$ cat src/rtl/snake_pkg.sv
/*
 * Shared constants and types for the snake playfield controller.
 * Every RTL block imports this package for grid sizes, start values and seeds.
 */
package snake_pkg;

    // Playfield size in cells
    localparam int GRID_W = 124;
    localparam int GRID_H = 81;

    // Snake length limits, head included
    localparam int LENGTH_BITS = 7;
    localparam int LENGTH_MAX  = 127;
    localparam int BODY_SLOTS  = LENGTH_MAX - 1;    // Head is held apart from the body

    // Values loaded on every restart
    localparam int START_HEAD_X  = 8;
    localparam int START_HEAD_Y  = 40;
    localparam int START_LENGTH  = 6;
    localparam int START_FRUIT_X = 18;
    localparam int START_FRUIT_Y = 50;

    localparam int SCORE_WRAP = 99;                 // Two digit score display

    // Fruit LFSR seeds, both non-zero
    localparam logic [6:0] SEED_X = 7'b0011100;
    localparam logic [6:0] SEED_Y = 7'b0110000;

    // Unused body slots hold an off-grid cell
    localparam logic [6:0] BODY_EMPTY = 7'd127;

    typedef logic [6:0]             cell_t;
    typedef logic [LENGTH_BITS-1:0] length_t;
    typedef logic [6:0]             score_t;

    // Clockwise order, so a right turn is +1
    typedef enum logic [1:0] {
        HEAD_RIGHT,
        HEAD_DOWN,
        HEAD_LEFT,
        HEAD_UP
    } heading_t;

    typedef enum logic [2:0] {
        IDLE         = 3'b000,
        WAIT         = 3'b001,
        COLLISION    = 3'b010,
        MOVING       = 3'b011,
        MOVE_DONE    = 3'b100,
        EATEN_FRUIT  = 3'b101,
        FRUIT_UPDATE = 3'b110,
        RESET_IDLE   = 3'b111
    } game_state_t;

endpackage

$ cat src/rtl/steer_control.sv
/*
 * Keeps the snake heading and the turn requested since the last move.
 * step_heading is the direction the next move will take.
 */
`timescale 1ns/100ps

module steer_control (
    input  logic                clock_25,
    input  logic                reset,
    input  logic                sync_reset,
    input  logic                steer_en,
    input  logic                move_en,
    input  logic                turn_cw,
    input  logic                turn_ccw,
    output snake_pkg::heading_t heading,
    output snake_pkg::heading_t step_heading
);

    import snake_pkg::*;

    logic pend_cw;      // Quarter turn right waiting for the next move
    logic pend_ccw;     // Quarter turn left waiting for the next move

    // Rotate the current heading by the pending turn
    always_comb begin
        if (pend_cw) begin
            step_heading = heading_t'(heading + 2'd1);
        end else if (pend_ccw) begin
            step_heading = heading_t'(heading - 2'd1);
        end else begin
            step_heading = heading;
        end
    end

    always_ff @(posedge clock_25 or negedge reset) begin
        if (!reset) begin
            heading  <= HEAD_RIGHT;
            pend_cw  <= 1'b0;
            pend_ccw <= 1'b0;
        end else if (sync_reset) begin
            heading  <= HEAD_RIGHT;
            pend_cw  <= 1'b0;
            pend_ccw <= 1'b0;
        end else begin
            if (move_en) begin
                heading <= step_heading;
            end
            // A new press replaces any earlier one, both together cancel
            if (steer_en && (turn_cw || turn_ccw)) begin
                pend_cw  <= turn_cw & ~turn_ccw;
                pend_ccw <= turn_ccw & ~turn_cw;
            end else if (move_en) begin
                pend_cw  <= 1'b0;       // Turn has been used by this move
                pend_ccw <= 1'b0;
            end
        end
    end

endmodule

$ cat config.mk
export PLATFORM = sky130hd
export DESIGN_NAME = steer_control
export DESIGN_NICKNAME = d
export VERILOG_FILES = /design/src/rtl/snake_pkg.sv /design/src/rtl/steer_control.sv
export SDC_FILE = /design/constraint.sdc
export NUM_CORES = 1
export LEC_CHECK = 0
export BUFFER_PORTS_ARGS = -buffer_cell sky130_fd_sc_hd__buf_2
export CAP_MARGIN = 15
export CORE_AREA = 2 2 39 41
export DETAILED_ROUTE_END_ITERATION = 16
export DIE_AREA = 0 0 41 43
export SKIP_LAST_GASP = 1
export SYNTH_ARGS = -nofsm -noshare
export SYNTH_HDL_FRONTEND = slang
export SYNTH_SLANG_ARGS = --single-unit
$ cat constraint.sdc
create_clock -name clock_25 -period 1.35 [get_ports clock_25]
set_input_delay 0.2025 -clock clock_25 [delete_from_list [all_inputs] [get_ports clock_25]]
set_output_delay 0.2025 -clock clock_25 [all_outputs]
set_load 0.03 [all_outputs]
After elaboration in Yosys (flattened, before gate mapping):

Index checks and enable logic that the tools add are counted.

* flip-flop bits (word level): 4
* input bits: 7
* output and inout port bits: 4
* word-level logic and storage cells: 22

* add/subtract/negate cells: 2
* muxes and demuxes: 9
* bitwise logic cells: 4
* reduce and logical (&&, ||, !) cells: 4

Operators by type and width (number)
* $mux 2: 4
* $mux 1: 5
* $reduce_bool 3->1: 1
* $add 2x1->2 const B: 1
* $and 1x1->1: 2
* $not 1->1: 2
* $reduce_bool 2->1: 1
* $sub 2x1->2 const B: 1
* $logic_and 1x1->1: 1
* $logic_or 1x1->1: 1

Longest topological paths before layout:

* depth in word-level cells: 5
* gate-level depth with buffers: 3

Worst setup path after synthesis:

No wires, ideal clock.

* path kind: reg-to-output
* start: register heading[0]
* end: output port step_heading[1]
* data arrival time: 1.362 ns
* data required time: 1.148 ns
* setup slack: -0.214 ns
* cell stages (with the launch flop): 4
* path buffers: 0
* cells stage by stage: dfrtp_1 > nor3b_2 > nor2_1 > xnor2_1

* longest elaborated chain between the ends: 3

Ends and longest elaborated chain
* start: declaration: line steer_control.sv:15 `output snake_pkg::heading_t heading,`
* start signal: assignment: line steer_control.sv:46 `heading <= step_heading;`
* $sub 2x1->2: line steer_control.sv:29 `step_heading = heading_t'(heading - 2'd1);`
* $mux 2: line steer_control.sv:28 `end else if (pend_ccw) begin`
* $mux 2 (*): line steer_control.sv:26 `if (pend_cw) begin`
* end: declaration: line steer_control.sv:16 `output snake_pkg::heading_t step_heading`

Mark *: on every way between the ends. The rest lies on a longest branch, timed or not.

Worst setup path in the final report:

* start: register pend_cw
* end: output port step_heading[1]

* longest elaborated chain between the ends: 1

Ends and longest elaborated chain
* start: declaration: line steer_control.sv:21 `logic pend_cw;`
* start signal: assignment: line steer_control.sv:50 `pend_cw <= turn_cw & ~turn_ccw;`
* $mux 2: line steer_control.sv:26

Every way passes these cells.

==> reports/results.ini <==
[worst_setup_path]
rrSetupSlack_ns = 0.18
path_max_fanout = 3
max_stage_delay_ns = 0.39
cp_cell_sequence = nor3b_2 -> nor2_2 -> xnor2_2 -> buf_6
critical-path-slowest-cell = dfrtp_1
cp.required_ns = 1.15
crit_arrival_ns = 1.21
rr_endpoint = heading[1]$_DFFE_PN0P_
r2r_cells = 3
worstSetupStartpointType = flop
critPathBufInv = 1
crit_family = flip-flops
critPathCaptureType = output port
crit_type = flop to output port
r2r-start = pend_cw$_DFFE_PN0P_

[floorplanning]
rows = 14
core_area_sq_mm = 0.00138
fp.dieW_um = 41
fp.dieH_um = 43
initial_core_util_pct = 16.5
io_pins = 11
die_area_sq_mm = 0.00176

[timing]
fin_ws_ns = -0.0581
drv_slew = 0
fin_crit_ns = 1.41
tightestPinTransition_ns = 0.215
rsz0062_at_grt = true
maxSlewHeadroom_pct = 85.7
final-setup-viol-count = 2
hold_viol = 0
finalClockSkew_ns = 0.00426
period_share_pct = 104
timing.fmax_ghz = 0.710

[grt]
groute.usage.overall_pct = 8.38
antenna_found_initial = 0
grt_remaining_overflow = 0
first_global_vias = 228
grt_pass1_wl_um = 966
grt_max_degree = 6

[drt]
postRouteAntennaNets = 0
vias = 230
drtPass1Iterations = 4
drt_iter0_drc = 1
wl_per_cell_um = 8.84
vias_per_cell = 4.04
wl_um = 504
drc = 0

[clock_network]
cts_setup_buffers = 0
root_buffer = clkbuf_4
insertion_delay_ns = 0.24
cts.clk_slew.worst_paths_ns = 0.04
ctsLongestPathBuffers = 2
cts_sinks = 4
ctsHtreeMaxLevel = 1
cts_made_buffers = 3
cts_tree = yes

[worst_hold_path]
whs_endpoint = pend_ccw$_DFFE_PN0P_
whs_path_depth = 2
hp-start = turn_cw
holdCritPathClass = primary input to flop

[status]
violations = setup timing
status = finished with violations

[place]
placed_cells = 52
placed_area_sq_um = 330
routabilityCongestion = 0.716
dp_slack_ns = 0.0942
portBuffers = 10

[power_and_ir_drop]
total_power_mw = 0.394
irDropWorstVdd_mv = 0.368
power_leakage_nw = 0.190
p_per_area_mw_per_mm2 = 1020

[yosys]
ys_ff_latch = 4
syn_area_per_cell_sq_um = 9.96
yosysSeqAreaShare_pct = 43.7
syn_nets = 30
synthCells = 23
ys_warn_count = 0
synth_area_sq_um = 229
ys_types = 12

[final_layout]
fill_cells = 147
regArea_sq_um = 101
antenna_cells = 0
stdcell_area_sq_um = 385
nets = 49
drive_gt1_share_pct = 53.7
syn_to_final_growth_pct = 68.3
stdcell_count = 57
multi_input_area_sq_um = 146

[job]
drv_cap = 0

==> cell families (layout without fill, tap and decap cells) <==
family	after synthesis	in the layout	share of synthesized area [%]
flops	4	4	43.7
buf+inv	0	18	0
simple gates	11	11	26.2
compound gates	4	4	12.0
xor+xnor	3	3	11.5
mux	1	1	6.56
==> sequential cells by signal (all words and copies together) (netlist names) <==
signal,count
heading,2
pend_cw,1
pend_ccw,1
==> cells in the final DEF (no fill, tap or decap) <==
master and count:
xor2_1 1, o21ai_1 2, nor2b_1 1, xnor2_2 1, nor3b_2 1, buf_6 1, nand2b_1 2, nor2_2 1
a221oi_1 2, mux2_4 1, dfrtp_2 1, xnor2_1 1, clkbuf_1 1, dfrtp_1 3, buf_4 4, and2_1 1
buf_2 8, nand2_1 2, nor2_1 2, dlygate4sd3_1 1, nor2_4 1, clkbuf_4 3
==> through the flow <==
stage / util, % / setup TNS, ns / hold WS [ns]
2_1_floorplan: - / 0 / -0.0931
3_3_place_gp: 23.9 / 0 / 0.00902
3_5_place_dp: 23.9 / 0 / 0.0127
4_1_cts: 27.5 / -0.124 / 0.159
5_1_grt: 27.8 / -0.204 / 0.176
6_report: 27.8 / -0.0708 / 0.164
==> per-layer routing <==
| layer | global-route usage [%] | up-vias | wire, um |
|---|---|---|---|
| met1 | 12.8 | 107 | 227 |
| met2 | 10.0 | 8 | 237 |
| li1 | - | 115 | - |
| met5 | 0 | - | 0 |
| met3 | 1.57 | 0 | 39 |
| met4 | 6.00 | 0 | 0 |
==> power breakdown <==
part	switching [mW]	leakage [nW]	internal [mW]	total, mW
Combinational	0.0510	0.122	0.0453	0.0962
Clock	0.0546	0.0150	0.111	0.166
Sequential	0.00498	0.0529	0.127	0.132
Total	0.111	0.190	0.283	0.394
==> what timing repair did <==
action                                 4_1_cts  5_1_grt
setup endpoints to repair                    2        2
pin swaps                                    3        2
resized for setup                            5        1
endpoints found under the hold margin        4        0
hold buffers                                 1        0
==> worst max path at each step <==
stage,startpoint,end,cells past startpoint,slack (ns)
after detailed placement,pend_cw$_DFFE_PN0P_,step_heading[1],4,0.09
final,pend_cw$_DFFE_PN0P_,step_heading[1],4,-0.06
after floorplan,heading[0]$_DFFE_PN0P_,step_heading[1],3,0.02
after global routing,pend_cw$_DFFE_PN0P_,step_heading[1],4,-0.13
after global placement,pend_cw$_DFFE_PN0P_,step_heading[1],4,0.10
after CTS,heading[0]$_DFFE_PN0P_,step_heading[1],4,-0.09
==> synthesized netlist by cell type <==
cell type / count / area [sq um]
o21ai_1: 2 / 10.0
dfrtp_1: 4 / 100
nor2_1: 4 / 15.0
nor2b_1: 1 / 6.26
xor2_1: 1 / 8.76
nor3b_2: 1 / 12.5
xnor2_1: 2 / 17.5
a221oi_1: 2 / 17.5
mux2_4: 1 / 15.0
nand2_1: 2 / 7.51
nand2b_1: 2 / 12.5
and2_1: 1 / 6.26
==> area by class of cell <==
type,count,area share [%]
clock buffers,4,6.82
well taps,16,5.19
repair buffers,14,23.7
multi-input cells,19,38.0
flip-flops and latches,4,26.3
No activity file was read; power rests on OpenSTA's default activity.
