**src/rtl/snake_pkg.sv**
```systemverilog
/*
 * Shared constants and types for the snake playfield controller.
 * Every RTL block imports this package for grid sizes, start values and seeds.
 */
package snake_pkg;

    // Playfield size in cells
    localparam int GRID_W = 124;
    localparam int GRID_H = 81;

    // Snake length limits, head included
    localparam int LENGTH_BITS = 7;
    localparam int LENGTH_MAX  = 127;
    localparam int BODY_SLOTS  = LENGTH_MAX - 1;    // Head is held apart from the body

    // Values loaded on every restart
    localparam int START_HEAD_X  = 8;
    localparam int START_HEAD_Y  = 40;
    localparam int START_LENGTH  = 6;
    localparam int START_FRUIT_X = 18;
    localparam int START_FRUIT_Y = 50;

    localparam int SCORE_WRAP = 99;                 // Two digit score display

    // Fruit LFSR seeds, both non-zero
    localparam logic [6:0] SEED_X = 7'b0011100;
    localparam logic [6:0] SEED_Y = 7'b0110000;

    // Unused body slots hold an off-grid cell
    localparam logic [6:0] BODY_EMPTY = 7'd127;

    typedef logic [6:0]             cell_t;
    typedef logic [LENGTH_BITS-1:0] length_t;
    typedef logic [6:0]             score_t;

    // Clockwise order, so a right turn is +1
    typedef enum logic [1:0] {
        HEAD_RIGHT,
        HEAD_DOWN,
        HEAD_LEFT,
        HEAD_UP
    } heading_t;

    typedef enum logic [2:0] {
        IDLE         = 3'b000,
        WAIT         = 3'b001,
        COLLISION    = 3'b010,
        MOVING       = 3'b011,
        MOVE_DONE    = 3'b100,
        EATEN_FRUIT  = 3'b101,
        FRUIT_UPDATE = 3'b110,
        RESET_IDLE   = 3'b111
    } game_state_t;

endpackage

```
**src/rtl/game_fsm.sv**
```systemverilog
/*
 * Moore state machine of the game. Decodes the state into the enables for
 * steering, movement, eating and fruit placement, and the start/game_over status.
 */
`timescale 1ns/100ps

module game_fsm (
    input  logic clock_25,
    input  logic reset,
    input  logic game_tik,
    input  logic turn_cw,
    input  logic turn_ccw,
    input  logic collision,
    input  logic fruit_eaten,
    input  logic misplaced,
    output logic sync_reset,
    output logic move_en,
    output logic eat_en,
    output logic place_en,
    output logic steer_en,
    output logic start,
    output logic game_over
);

    import snake_pkg::*;

    game_state_t state_q;
    game_state_t state_d;
    logic        any_press;

    assign any_press = turn_cw | turn_ccw;

    always_ff @(posedge clock_25 or negedge reset) begin
        if (!reset) begin
            state_q <= RESET_IDLE;
        end else begin
            state_q <= state_d;
        end
    end

    always_comb begin
        state_d = state_q;
        case (state_q)
            RESET_IDLE:   state_d = IDLE;
            IDLE:         if (any_press) state_d = WAIT;
            WAIT:         if (game_tik) state_d = MOVING;     // Ticks elsewhere are dropped
            MOVING:       state_d = MOVE_DONE;
            MOVE_DONE: begin
                if (collision) begin
                    state_d = COLLISION;
                end else if (fruit_eaten) begin
                    state_d = EATEN_FRUIT;
                end else begin
                    state_d = WAIT;
                end
            end
            EATEN_FRUIT:  state_d = FRUIT_UPDATE;
            FRUIT_UPDATE: if (!misplaced) state_d = WAIT;      // Redraw until the fruit fits
            COLLISION:    if (any_press) state_d = RESET_IDLE;
            default:      state_d = RESET_IDLE;
        endcase
    end

    assign sync_reset = (state_q == RESET_IDLE);
    assign move_en    = (state_q == MOVING);
    assign eat_en     = (state_q == EATEN_FRUIT);
    assign place_en   = (state_q == FRUIT_UPDATE);
    assign steer_en   = (state_q == WAIT) || (state_q == MOVING) || (state_q == MOVE_DONE) ||
                        (state_q == EATEN_FRUIT) || (state_q == FRUIT_UPDATE);
    assign start      = steer_en;                  // Game running
    assign game_over  = (state_q == COLLISION);

endmodule

```
**config.mk**
```make
export PLATFORM = sky130hd
export DESIGN_NAME = game_fsm
export DESIGN_NICKNAME = d
export VERILOG_FILES = /design/src/rtl/snake_pkg.sv /design/src/rtl/game_fsm.sv
export SDC_FILE = /design/constraint.sdc
export NUM_CORES = 1
export LEC_CHECK = 0
export ABC_AREA = 1
export BUFFER_PORTS_ARGS = -buffer_cell sky130_fd_sc_hd__buf_2
export CAP_MARGIN = 20
export CORE_AREA = 2 2 39 41
export CTS_CLUSTER_SIZE = 28
export DETAILED_ROUTE_END_ITERATION = 12
export DIE_AREA = 0 0 41 43
export GPL_TIMING_DRIVEN = 1
export SLEW_MARGIN = 20
export SYNTH_ARGS = -nofsm -noshare
export SYNTH_HDL_FRONTEND = slang
export SYNTH_SLANG_ARGS = --single-unit
export TNS_END_PERCENT = 20
```
**constraint.sdc**
```tcl
create_clock -name clock_25 -period 1 [get_ports clock_25]
set_input_delay 0.15 -clock clock_25 [delete_from_list [all_inputs] [get_ports clock_25]]
set_output_delay 0.15 -clock clock_25 [all_outputs]
set_load 0.005 [all_outputs]
```
Yosys cells after proc, flatten, opt, wreduce, memory -nomap -nowiden
Index checks and enable logic that the tools add are counted. Widths: inputs -> output; s select.

Register bits after elaboration: 3. Input port bits: 8. Output and inout port bits: 7. Word-level logic and storage cells: 26.

Equality and inequality tests: 11. Multiplexer cells: 7. Bitwise logic cells: 1. Reduce and logical (&&, ||, !) cells: 6.

Operators with widths (count): $pmux 3 s8 (1); $mux 3 (6); $eq 3x3->1 const B (4); $eq 3x2->1 const B (2); $ne 2x2->1 const B (3); $logic_or 1x1->1 (4); $reduce_and 4->1 (1); $eq 3x1->1 const B (1); $logic_not 3->1 (1); $ne 2x1->1 const B (1); $or 1x1->1 (1).

Logic depth before layout (Yosys ltp)
Depth in word-level cells: 5. Mapped depth: 7. Gate-level depth less buffers: 7.

Worst setup path before layout
No wires, ideal clock.

Path kind: register to output. From: register state_q[1]. To: output steer_en. Data arrival time: 1031 ps. Required time: 850 ps. Path slack: -181 ps. Cell stages (with the launch flop): 6. Path buffers: 2. Cells stage by stage: dfstp_2 buf_2 nand3_1 o21ai_0 inv_1 buf_4.

Longest elaborated chain between the ends: 5. Elaborated cells between the ends (all ways): 9. Classes of those cells: eq/ne (5); reduce/logical (4).

RTL lines: start, declared (line game_fsm.sv:27) `game_state_t state_q;`; start signal, assigned (line game_fsm.sv:37) `state_q <= state_d;`; $eq 3x1->1 / $eq 3x2->1 (equally long branches) (line game_fsm.sv:68) `assign steer_en = (state_q == WAIT) || (state_q == MOVING) || (state_q == MOVE_DONE) ||`; $logic_or 1x1->1 (3 in series) (line game_fsm.sv:68); $logic_or 1x1->1 (*) (line game_fsm.sv:69) `(state_q == EATEN_FRUIT) || (state_q == FRUIT_UPDATE);`; end, declared (line game_fsm.sv:20) `output logic steer_en,`.

Every way passes the cells marked *; elsewhere a longest branch is shown, timed or not.

Worst setup path in the final report
From: register state_q[2]. To: output start.

Longest elaborated chain between the ends: 5. Elaborated cells between the ends (all ways): 9. Classes of those cells: eq/ne (5); reduce/logical (4).

RTL lines: $eq 3x1->1 / $eq 3x2->1 (equally long branches) (line game_fsm.sv:68); $logic_or 1x1->1 (3 in series) (line game_fsm.sv:68); $logic_or 1x1->1 (*) (line game_fsm.sv:69); end, declared (line game_fsm.sv:21) `output logic start,`.

Marked as above.

==> flow_summary.yaml <==
finish:
  largest_reg_flops: 3
  antennaDiodeCount: 0
  final_nets: 78
  reg_top3: "state_q x3"
  syn2layout_area_growth_pct: 51.74
  final_common_cell: "buf_2"
  drive_gt1_share_pct: 50.72
  mostFrequentLayoutCells: "buf_2, nand2_1, inv_1, nor2_2"
  layout.cells.non_filler: 85
  top_register: "state_q"
  fin_area_sq_um: 436.7
  final_util_pct: 31.56
status:
  status: "finished, violations left"
  violations: "negative setup slack"
die:
  die_w_um: 41
  io_pins: 15
  row_count: 14
  initial_core_util_pct: 20.80
  core_area_sq_mm: 0.001384
  dieArea_sq_mm: 0.001763
  die-height_um: 43
clock_tree:
  insertion_delay_ps: 230
  clkSinkCount: 3
  clk_pin_slew_worst_paths_ps: 40
  ctsHtreeMaxLevel: 1
  cts_buffer_depth: 2
  cts_buffers: 3
  root_buffer: "clkbuf_4"
  ctsResizeCount: 0
  cts_tree: "done"
sta:
  finalMaxSlewViolations: 0
  finalCriticalPeriod_ps: 1311
  slew_headroom_pct: 91.19
  setup_viol: 10
  skew_ps: 0.1963
  grt_setup_unrepaired: "true"
  worst_slew_pin_slew_ps: 130.8
  fmax_mhz: 762.7
  finalCritPeriodShare_pct: 131.1
  worst_slack_ps: -311.1
  finalHoldViolations: 0
routing:
  avgViaCountPerCell: 3.976
  drt_pass1_iterations: 2
  first_iter_violations: 7
  via_count: 338
  wl_per_cell_um: 7.176
  antenna_left: 0
  drc: 0
  routed_wl_um: 610
logic_synthesis:
  ys_types: 14
  ys_warn_count: 0
  syn-cell-area_sq_um: 287.8
  yosysTopAreaCell: "dfstp_2"
  synth_area_leaders: "dfstp_2, nand2_1, nor2_2, inv_1, nand3_1"
  synth-seq-cells: 3
  yosysTopAreaCellShare_pct: 27.39
  postSynthNetCount: 56
  postSynthAreaPerCell_sq_um: 5.995
  syn_inst: 48
  ys_seq_area_share_pct: 27.39
global_route:
  grtUsageTotal_pct: 8.862
  grt_pass1_vias: 298
  grt_pass1_wl_mm: 1.021
  grt_antenna_before_repair: 0
  grt_start_max_net_pins: 9
  overflow: 0
placed_design:
  place_area_sq_um: 370.4
  dp_hpwl_um: 483.8
  place_ws_ps: -113.0
  place.gp.congestion: 0.7936
  numPortBuffers: 14
  dp_cells: 76
power:
  vdd_drop_max_mv: 0.7045
  finalPower_mw: 1.336
  powerDensity_mw_per_mm2: 3058
  p_leak_nw: 0.2679
setup_path:
  required_ps: 850
  crit_path_max_fanout: 6
  crit_arrival_ps: 1160
  start_kind: "register"
  crit_path_end_kind: "output port"
  rr_worst_depth: 7
  worstSetupPathType: "reg2out"
hold_path:
  min_path_cells: 3
  hold_path.class: "in2reg"
run:
  cap_violations: 0
==> area by class of cell <==
class	count	area [sq um]
clock buffer	4	26.28
fill	160	947.2
inverter	9	33.78
multi-input combinational	34	167.7
sequential	3	78.83
tap	16	20.02
timing repair buffer	19	110.1
==> per-stage QoR <==
stage / setup TNS (ps) / hold WS (ps)
global route: -3214 / 226.7
floorplan: -164.4 / 2.164
finish: -2430 / 210.9
detailed placement: -801.2 / 119.4
CTS: -2498 / 208.3
global placement: -742.7 / 118.7
==> critical path, cell delays in order (launching register included) <==
cell	delay [ps]
dfstp_2	590
nand3_2	90
o21ai_1	80
inv_1	50
buf_2	120
==> cell families (layout without fill, tap and decap cells) <==
family,count (synthesis),after routing,share of synthesized area (%)
simple gates,30,30,48.70
flops,3,3,27.39
compound gates,4,4,7.826
buf+inv,11,32,16.09
==> where the power goes <==
part	internal [mW]	total [mW]	switching [mW]	leakage, nW
Sequential	0.236	0.350	0.114	0.0315
Clock	0.149	0.208	0.0590	0.0150
Combinational	0.370	0.777	0.407	0.221
Total	0.755	1.34	0.581	0.268
==> per-layer routing <==
metal | wire length [um] | track usage (%) | up-vias
met5 | 0 | 0 | -
met4 | 0 | 8.000 | 0
met3 | 44 | 3.141 | 0
met2 | 300 | 12.50 | 11
met1 | 264 | 9.740 | 140
li1 | - | - | 187
==> what timing repair did <==
item / 4_1_cts / 5_1_grt
hold endpoints to repair: 3 / 0
hold buffers: 1 / 0
setup endpoints to repair: 10 / 10
cloned: 0 / 0
buffers inserted: 4 / 0
==> final timing paths <==
kind / start / to / slack [ps]
min in group asynchronous: reset / state_q[1] / 410
setup reg to reg: state_q[1] / state_q[2] / -180
hold / removal: misplaced / state_q[2] / 210
hold reg to reg: state_q[1] / state_q[1] / 640
max in group asynchronous: reset / state_q[0] / 570
setup / recovery: state_q[2] / start / -310
==> synthesized netlist by cell type, drive strengths merged <==
cell,number
nand2,15
nor2,10
inv,9
nand3,4
dfstp,3
buf,2
o21ai,2
a21boi,1
a21oi,1
nand4,1
(Power assumes the default switching activity.)
