`config.mk`:
```
export PLATFORM = sky130hd
export DESIGN_NAME = fruit_placer
export DESIGN_NICKNAME = d
export VERILOG_FILES = /design/src/rtl/snake_pkg.sv /design/src/rtl/fruit_placer.sv
export SDC_FILE = /design/constraint.sdc
export NUM_CORES = 1
export LEC_CHECK = 0
export BUFFER_PORTS_ARGS = -buffer_cell sky130_fd_sc_hd__buf_2
export CAP_MARGIN = 15
export CORE_MARGIN = 3
export CORE_UTILIZATION = 38
export CTS_BUF_LIST = sky130_fd_sc_hd__clkbuf_8
export DETAILED_ROUTE_END_ITERATION = 10
export HOLD_SLACK_MARGIN = 0.1
export PLACE_DENSITY = 0.72
export SLEW_MARGIN = 20
export SYNTH_ARGS = -nofsm -noshare
export SYNTH_HDL_FRONTEND = slang
export SYNTH_SLANG_ARGS = --single-unit
```
`constraint.sdc`:
```
create_clock -name clock_25 -period 1.9 [get_ports clock_25]
set_clock_uncertainty 0.2 [all_clocks]
set_input_delay 0.19 -clock clock_25 [delete_from_list [all_inputs] [get_ports clock_25]]
set_output_delay 0.19 -clock clock_25 [all_outputs]
set_load 0.05 [all_outputs]
```
`src/rtl/snake_pkg.sv`:
```
/*
 * Shared constants and types for the snake playfield controller.
 * Every RTL block imports this package for grid sizes, start values and seeds.
 */
package snake_pkg;

    // Playfield size in cells
    localparam int GRID_W = 124;
    localparam int GRID_H = 81;

    // Snake length limits, head included
    localparam int LENGTH_BITS = 7;
    localparam int LENGTH_MAX  = 127;
    localparam int BODY_SLOTS  = LENGTH_MAX - 1;    // Head is held apart from the body

    // Values loaded on every restart
    localparam int START_HEAD_X  = 8;
    localparam int START_HEAD_Y  = 40;
    localparam int START_LENGTH  = 6;
    localparam int START_FRUIT_X = 18;
    localparam int START_FRUIT_Y = 50;

    localparam int SCORE_WRAP = 99;                 // Two digit score display

    // Fruit LFSR seeds, both non-zero
    localparam logic [6:0] SEED_X = 7'b0011100;
    localparam logic [6:0] SEED_Y = 7'b0110000;

    // Unused body slots hold an off-grid cell
    localparam logic [6:0] BODY_EMPTY = 7'd127;

    typedef logic [6:0]             cell_t;
    typedef logic [LENGTH_BITS-1:0] length_t;
    typedef logic [6:0]             score_t;

    // Clockwise order, so a right turn is +1
    typedef enum logic [1:0] {
        HEAD_RIGHT,
        HEAD_DOWN,
        HEAD_LEFT,
        HEAD_UP
    } heading_t;

    typedef enum logic [2:0] {
        IDLE         = 3'b000,
        WAIT         = 3'b001,
        COLLISION    = 3'b010,
        MOVING       = 3'b011,
        MOVE_DONE    = 3'b100,
        EATEN_FRUIT  = 3'b101,
        FRUIT_UPDATE = 3'b110,
        RESET_IDLE   = 3'b111
    } game_state_t;

endpackage

```
`src/rtl/fruit_placer.sv`:
```
/*
 * Fruit position, score and snake length. Two free-running LFSRs offer
 * candidate cells; a candidate off the play area or on the snake is redrawn.
 */
`timescale 1ns/100ps

module fruit_placer (
    input  logic               clock_25,
    input  logic               reset,
    input  logic               sync_reset,
    input  logic               eat_en,
    input  logic               place_en,
    input  snake_pkg::cell_t   head_x,
    input  snake_pkg::cell_t   head_y,
    input  logic               probe_on_body,
    output snake_pkg::cell_t   fruit_x,
    output snake_pkg::cell_t   fruit_y,
    output snake_pkg::score_t  score,
    output snake_pkg::length_t snake_length,
    output logic               fruit_eaten,
    output logic               misplaced
);

    import snake_pkg::*;

    cell_t lfsr_x;
    cell_t lfsr_y;

    // x^7 + x^6 + 1, period 127
    function automatic cell_t lfsr_step(input cell_t state);
        return {state[5:0], state[6] ^ state[5]};
    endfunction

    always_ff @(posedge clock_25 or negedge reset) begin
        if (!reset) begin
            lfsr_x <= SEED_X;
            lfsr_y <= SEED_Y;
        end else if (sync_reset) begin
            lfsr_x <= SEED_X;       // Same fruit sequence after every restart
            lfsr_y <= SEED_Y;
        end else begin
            lfsr_x <= lfsr_step(lfsr_x);
            lfsr_y <= lfsr_step(lfsr_y);
        end
    end

    always_ff @(posedge clock_25 or negedge reset) begin
        if (!reset) begin
            fruit_x      <= cell_t'(START_FRUIT_X);
            fruit_y      <= cell_t'(START_FRUIT_Y);
            score        <= '0;
            snake_length <= length_t'(START_LENGTH);
        end else if (sync_reset) begin
            fruit_x      <= cell_t'(START_FRUIT_X);
            fruit_y      <= cell_t'(START_FRUIT_Y);
            score        <= '0;
            snake_length <= length_t'(START_LENGTH);
        end else if (eat_en) begin
            fruit_x <= lfsr_x;      // First candidate, checked in FRUIT_UPDATE
            fruit_y <= lfsr_y;
            if (score == score_t'(SCORE_WRAP)) begin
                score <= '0;
            end else begin
                score <= score + 7'd1;
            end
            if (snake_length != length_t'(LENGTH_MAX)) begin
                snake_length <= snake_length + length_t'(1);
            end
        end else if (place_en && misplaced) begin
            fruit_x <= lfsr_x;      // Redraw
            fruit_y <= lfsr_y;
        end
    end

    // Keep a one cell margin inside the walls
    assign misplaced = (fruit_x < 7'd2) || (fruit_x > cell_t'(GRID_W - 2)) ||
                       (fruit_y < 7'd2) || (fruit_y > cell_t'(GRID_H - 2)) ||
                       probe_on_body;

    assign fruit_eaten = (fruit_x == head_x) && (fruit_y == head_y);

endmodule

```
Word-level counts from Yosys, hierarchy flattened
Index checks and enable logic that the tools add are counted.
- $lt $le $gt $ge: 4
- reduce and logical (&&, ||, !) cells: 10
- equal/unequal tests: 4
- $add $sub $neg: 2
- bitwise operators: 2
- multiplexer cells: 14
- operators with widths (operator ; number):
    2-to-1 mux 7 bit ; 14
    adder 7 x 1 -> 7 bit, second input constant ; 2
    equality test 7 bit ; 2
    greater-than comparator 7 bit, second input constant ; 2
    less-than comparator 7 x 2 -> 1 bit, second input constant ; 2
    equality test 7 bit, second input constant ; 1
    != test 7 bit, second input constant ; 1
    logical OR 1 bit ; 4
    nonzero test 2 bit ; 2
    nonzero test 3 bit ; 1
    logical AND 1 bit ; 2
    AND reduction 2 bit ; 1
    bitwise XOR 1 bit ; 2
- logic and storage cells: 42
- register bits: 42
- bits of input ports: 20

Longest topological paths before layout
Gate-level depths: netlist of the first run.
- word-level depth: 9
- gate-level depth with buffers: 5
- gate-level depth less buffers: 5

Least setup slack after synthesis of the first run
No wires, ideal clock.
- path kind: reg2out
- from: reg fruit_x[3]
- to: out fruit_eaten
- arrival time: 2228 ps
- path buffers: 0
- path slack: -718 ps
- data required time: 1510 ps
- cell stages (with the launch flop): 5
- cell sequence: dfrtp_1 xor2_1 nor4_1 nand3_1 nor3_1
- word-level cells in the longest chain between the ends: 2
- RTL lines (item ; RTL line ; text):
    start, declared ; fruit_placer.sv:16 ; output snake_pkg::cell_t fruit_x,
    start signal, assigned ; fruit_placer.sv:49 ; fruit_x <= cell_t'(START_FRUIT_X);
    start signal, assigned ; fruit_placer.sv:54 ; fruit_x <= cell_t'(START_FRUIT_X);
    start signal, assigned ; fruit_placer.sv:59 ; fruit_x <= lfsr_x;
    equality test 7 bit ; fruit_placer.sv:80 ; assign fruit_eaten = (fruit_x == head_x) && (fruit_y == head_y);
    logical AND 1 bit ; fruit_placer.sv:80 ;
    end, declared ; fruit_placer.sv:20 ; output logic fruit_eaten,
Every way passes these cells.

Worst setup path in the final report of the first run
- from: reg fruit_x[4]
- to: out misplaced
- word-level cells in the longest chain between the ends: 5
- elaborated cells on any way between the ends: 6
- RTL lines (item ; RTL line ; text):
    less-than comparator 7 x 2 -> 1 bit / greater-than comparator 7 bit (equally long branches) ; fruit_placer.sv:76 ; assign misplaced = (fruit_x < 7'd2) || (fruit_x > cell_t'(GRID_W - 2)) ||
    logical OR 1 bit (*) (2 in series) ; fruit_placer.sv:76 ;
    logical OR 1 bit (*) (2 in series) ; fruit_placer.sv:77 ; (fruit_y < 7'd2) || (fruit_y > cell_t'(GRID_H - 2)) ||
    end, declared ; fruit_placer.sv:21 ; output logic misplaced
Mark *: on every way between the ends. The rest lies on a longest branch, timed or not.

==> results of run 1 <==
## cell usage after synthesis (2+ instances only)
master	number	share of area, %
dfrtp_1	30	37
nor2_1	22	4.0
nand2_1	13	2.4
dfstp_2	12	15
xnor2_1	12	5.1
mux2i_1	10	4.9
nor2b_1	8	2.4
mux2_2	7	3.9
o21ai_0	7	1.7
xor2_1	7	3.0
a21oi_1	5	1.2
inv_1	5	0.92
nand4_1	5	1.5
or2_2	5	1.5
nand3_1	3	0.73
nor4_1	3	0.92
a22o_1	2	0.86
a31oi_1	2	0.61
and4_1	2	0.86
clkbuf_1	2	0.37
ha_1	2	1.2
nand2b_1	2	0.61
nor3_1	2	0.49
o32ai_4	2	2.7
## report_power, final
part	total [mW]	switching, mW	internal (mW)
sequential	1.00	0.0417	0.958
combinational	0.484	0.285	0.198
clock	0.597	0.305	0.292
## registers in the layout, indices dropped and copies added, names as in the netlist
register,flops
fruit_y,7
lfsr_y,7
score,7
snake_length,7
fruit_x,7
lfsr_x,7
## final cells by class
class | count | area, sq um
multi-input combinational | 133 | 993
fill | 467 | 2320
sequential | 42 | 1080
timing repair buffer | 81 | 544
tap | 70 | 87.6
inverter | 6 | 22.5
clock inverter | 2 | 12.5
clock buffer | 6 | 82.6
## through the flow
step,TNS (ps),instances
floorplan,-2180,185
CTS,-3000,336
detailed placement,-1370,325
global placement,-1070,325
global route,-5530,340
finish,-4590,340
## worst paths after layout
path / end / from
worst min register to register: lfsr_x[2] / lfsr_x[1]
max in group asynchronous: score[1] / reset
worst min-delay path: score[4] / sync_reset
worst max register to register: fruit_x[4] / fruit_x[4]
worst max-delay path: misplaced / fruit_x[4]
min in group asynchronous: lfsr_y[6] / reset
## what timing repair did
| item | 4_1_cts | 5_1_grt |
|---|---|---|
| gates resized for setup | 12 | 5 |
| hold buffers | 1 | 0 |
| hold endpoints to repair | 30 | 0 |
| pin swaps | 5 | 4 |
| gates cloned | 0 | 0 |
| endpoints found under the setup margin | 15 | 16 |
| buffers inserted | 2 | 4 |
## layer usage
metal	vias to the layer above	GRT usage, %	share of wire (%)
li1	813	-	-
met1	829	21.4	45
met2	35	26.9	50
met3	7	4.20	3.8
met4	0	5.50	1.2
met5	-	0	0
## worst max-delay path, delay by kind of cell, from the launching register on
kind,cells,cell delay [ps]
DFF,1,630
buffers and inverters,1,170
AOI/OAI and AO/OA,1,240
and+or+nand+nor,2,560
## cells by family (layout without fill, tap and decap cells)
family | count (synthesis) | count (layout) | share of synthesized area, %
fa+ha+maj | 2 | 2 | 1.22
mux | 17 | 17 | 8.75
simple gates | 70 | 70 | 17.6
flops | 42 | 42 | 52.1
compound gates | 25 | 25 | 10.2
buf+inv | 10 | 95 | 1.90
xor+xnor | 19 | 19 | 8.14
==> impl_metrics.toml, run 1 <==
[cells_and_area]
final_area_sq_um = 2820
drive_above_1_share_pct = 47.8
final_cell_mix = "47 x buf_2, 25 x buf_4, 24 x dfrtp_1, 22 x nor2_1, 13 x nand2_1"
final_nets = 291
layout_commonest_cell = "buf_2"
area_growth_pct = 37.9
final_util_pct = 54.9
diodes = 0

[detailed_routing]
drtIter0Drc = 119
vias = 1684
drc = 0
routed_wl_microns = 4910
viasPerCell = 4.95
wl_per_cell_microns = 14.4
ant_nets = 0
drt_pass1_iterations = 4

[place]
hpwl_microns = 3570
dpl_cell_area_sq_um = 2610
place_ws_ps = -141
gp_congestion = 0.825
port_buffers = 49

[synthesis]
synth_edf_count = 0
ys_warn_count = 0
synth.distinct_cells = 39
syn-num-nets = 207
synth_cells = 185
ys_ff_latch = 42
syn_area_sq_um = 2040
syn_area_per_cell_sq_um = 11.1
yosysSeqAreaShare_pct = 52.1
async_flop_share_pct = 100
synthFlopType = "dfrtp_1"

[power_and_ir_drop]
vdd_ir_drop_max_v = 0.000350
leakagePower_nw = 1.34
p_per_area_nw_per_um2 = 738
total_power_mw = 2.08

[clocking]
cts_tree = "done"
numCtsBuffers = 5
ctsRootBufferMaster = "clkbuf_8"
clockBufferDepth = 2
clk_pin_slew_ps = 80
clk-insertion-delay-late_ps = 290
cts_num_sinks = 42
htree_levels = 2

[sta]
finalMaxSlewViolations = 0
holdWs_ps = 154
timing.final.crit_share_pct = 119
max_freq_ghz = 0.442
setup_viol = 16
min_period_ps = 2260
rsz0062_at_grt = "yes"
tightest_slew_ps = 517
max_slew_margin_pct = 65.5
fin_ws_ps = -365
hold_violations = 0

[die]
die_y_microns = 79.4
core_sq_um = 5140
pin_count = 50
die_area_sq_um = 6300
rows = 26
start_util_pct = 39.8
die_w_microns = 79.4

[global_routing]
antenna_found_initial = 0
grt.total_usage_pct = 16.5
grt_pass1_wl_microns = 8020
overflow = 0
grt_pass1_vias = 1671
grt_max_degree = 43

[worst_setup_path]
cp.required_ps = 1510
worstPathCellList = "nor4_2, a22o_2, or4b_4, buf_8"
start_kind = "register"
cpMaxStageDelayCell = "dfstp_4"
timing_worst_setup_path_type = "register to output port"
slowest_delay_ps = 630
endpoint_kind = "output port"
worstPathMaxFanout = 2
r2r_cells = 8
worst-r2r-setup-slack_ps = -350
cp.arrival_ps = 1870

[status]
violations = "negative setup slack"
status = "finished, violations left"

[flow_run]
cap_viol_max_count = 0

[worst_hold_path]
min_delay_path_depth = 5
hold_class = "primary input to register"
Power figures use the tool's default switching activity.
==> run 2, diff against run 1 <==
- CORE_ASPECT_RATIO: default -> 0.5
==> run 2 against run 1 <==
Net effect:
- the flow still finishes with violations (negative setup slack)
- clock power is 21% higher
- sequential power about the same
- via count shrank 3.8%
- power increased by 5.4%
- largest cell class unchanged
- wire length is 0.18% lower
- maximum frequency down 0.26%
- non-clock buffer count shrank 4
==> impl_metrics.toml, run 2 (synthesis results as in run 1) <==
[clocking]
htree_levels = 2
ctsRootBufferMaster = "clkbuf_8"
clockBufferDepth = 2
cts_num_sinks = 42
clk-insertion-delay-late_ps = 290
cts_tree = "done"
numCtsBuffers = 5
clk_pin_slew_ps = 70

[sta]
fin_ws_ps = -371
setup_viol = 16
rsz0062_at_grt = "yes"
timing.setup.tns_ps = -4480
max_freq_ghz = 0.440
timing.final.crit_share_pct = 120
min_period_ps = 2270
hold_violations = 0
tightest_slew_ps = 435
holdWs_ps = 173
finalMaxSlewViolations = 0
max_slew_margin_pct = 70.8

[worst_setup_path]
r2r_cells = 8
worst-r2r-setup-slack_ps = -310
rr_endpoint = "fruit_y[1]"
timing_worst_setup_path_type = "register to output port"
start_kind = "register"
cp.arrival_ps = 1880
r2r-start = "fruit_x[4]"
cp.required_ps = 1510
worstPathMaxFanout = 2
endpoint_kind = "output port"

[cells_and_area]
layout_commonest_cell = "buf_2"
seq_area_sq_um = 1080
final_nets = 287
fin_cells = 336
drive_above_1_share_pct = 45.9
diodes = 0
area_growth_pct = 36.9
fillers = 412
multi_input_area_sq_um = 995
final_cell_mix = "47 x buf_2, 25 x dfrtp_1, 22 x nor2_1, 22 x buf_4, 13 x nand2_1"

[global_routing]
grt.total_usage_pct = 16.1
grt_pass1_vias = 1657
grt_max_degree = 33
antenna_found_initial = 0
grt_pass1_wl_microns = 7940
overflow = 0

[worst_hold_path]
hold_class = "primary input to register"
holdPathEnd = "score[4]"
min_delay_path_depth = 5
hold_start = "eat_en"

[detailed_routing]
viasPerCell = 4.82
ant_nets = 0
drc = 0
vias = 1620
wl_per_cell_microns = 14.6
drtIter0Drc = 77
drt_pass1_iterations = 4
routed_wl_microns = 4900

[die]
pin_count = 50
core_sq_um = 5070
die_y_microns = 57.9
start_util_pct = 40.3
die_w_microns = 110
rows = 18
die_area_sq_um = 6350

[power_and_ir_drop]
leakagePower_nw = 1.33
total_power_mw = 2.19
p_per_area_nw_per_um2 = 783
vdd_ir_drop_max_v = 0.000371

[place]
port_buffers = 49
gp_congestion = 0.812
post-place-cells = 325
hpwl_microns = 3630

[flow_run]
cap_viol_max_count = 0

[status]
violations = "negative setup slack"
status = "finished, violations left"
## run 2: changes by cell type in the layout (fill, tap and decap cells not counted), sizes merged
| cell | change |
|---|---|
| buf | -4 |
| bufinv | +1 |
| clkinv | -1 |
| clkinvlp | -1 |
| inv | +1 |
## run 2: worst max-delay path by stage
stage,startpoint,to,cells past startpoint
global route,fruit_x[4],misplaced,4
global placement,fruit_x[4],misplaced,4
floorplan,fruit_x[1],misplaced,3
detailed placement,fruit_x[4],misplaced,4
CTS,fruit_x[4],misplaced,4
finish,fruit_x[4],misplaced,4
## run 2: final cells by class
type                            count  area share, %
Sequential cell                    42           38.4
Multi-Input combinational cell    133           35.5
Tap cell                           70           3.13
Clock buffer                        6           2.95
Timing Repair Buffer               77           17.9
Clock inverter                      2           1.21
Inverter                            6          0.805
## run 2: critical path: stages (launching register included)
cell     delay, ps
dfstp_4        620
nor4_2          40
a22o_2         240
or4b_4         520
buf_8          170
## run 2: repair_timing
action | in CTS | in global routing
endpoints found under the setup margin | 16 | 19
pin swaps | 3 | 3
hold buffers | 1 | 0
cloned | 0 | 0
resized for setup | 10 | 6
buffers inserted | 1 | 1
endpoints found under the hold margin | 34 | 0
## run 2: power by group
group	leakage [nW]	switching [mW]	internal, mW
combinational	0.744	0.284	0.185
sequential	0.522	0.0422	0.958
clock	0.0626	0.301	0.423
total	1.33	0.627	1.57
## run 2: stage by stage
step	cell area, sq um	worst slack [ps]	util (%)
4_1_cts	2770	-388	54.6
6_report	2800	-371	55.2
3_5_place_dp	2600	-166	51.2
3_3_place_gp	2600	-154	51.2
2_1_floorplan	2080	-196	-
5_1_grt	2800	-416	55.2
## run 2: routing by layer
layer	track usage, %	up-vias	routed length, microns
li1	-	803	-
met1	21.7	798	2250
met5	0	-	0
met2	27.6	19	2510
met4	2.31	0	0
met3	3.34	0	140
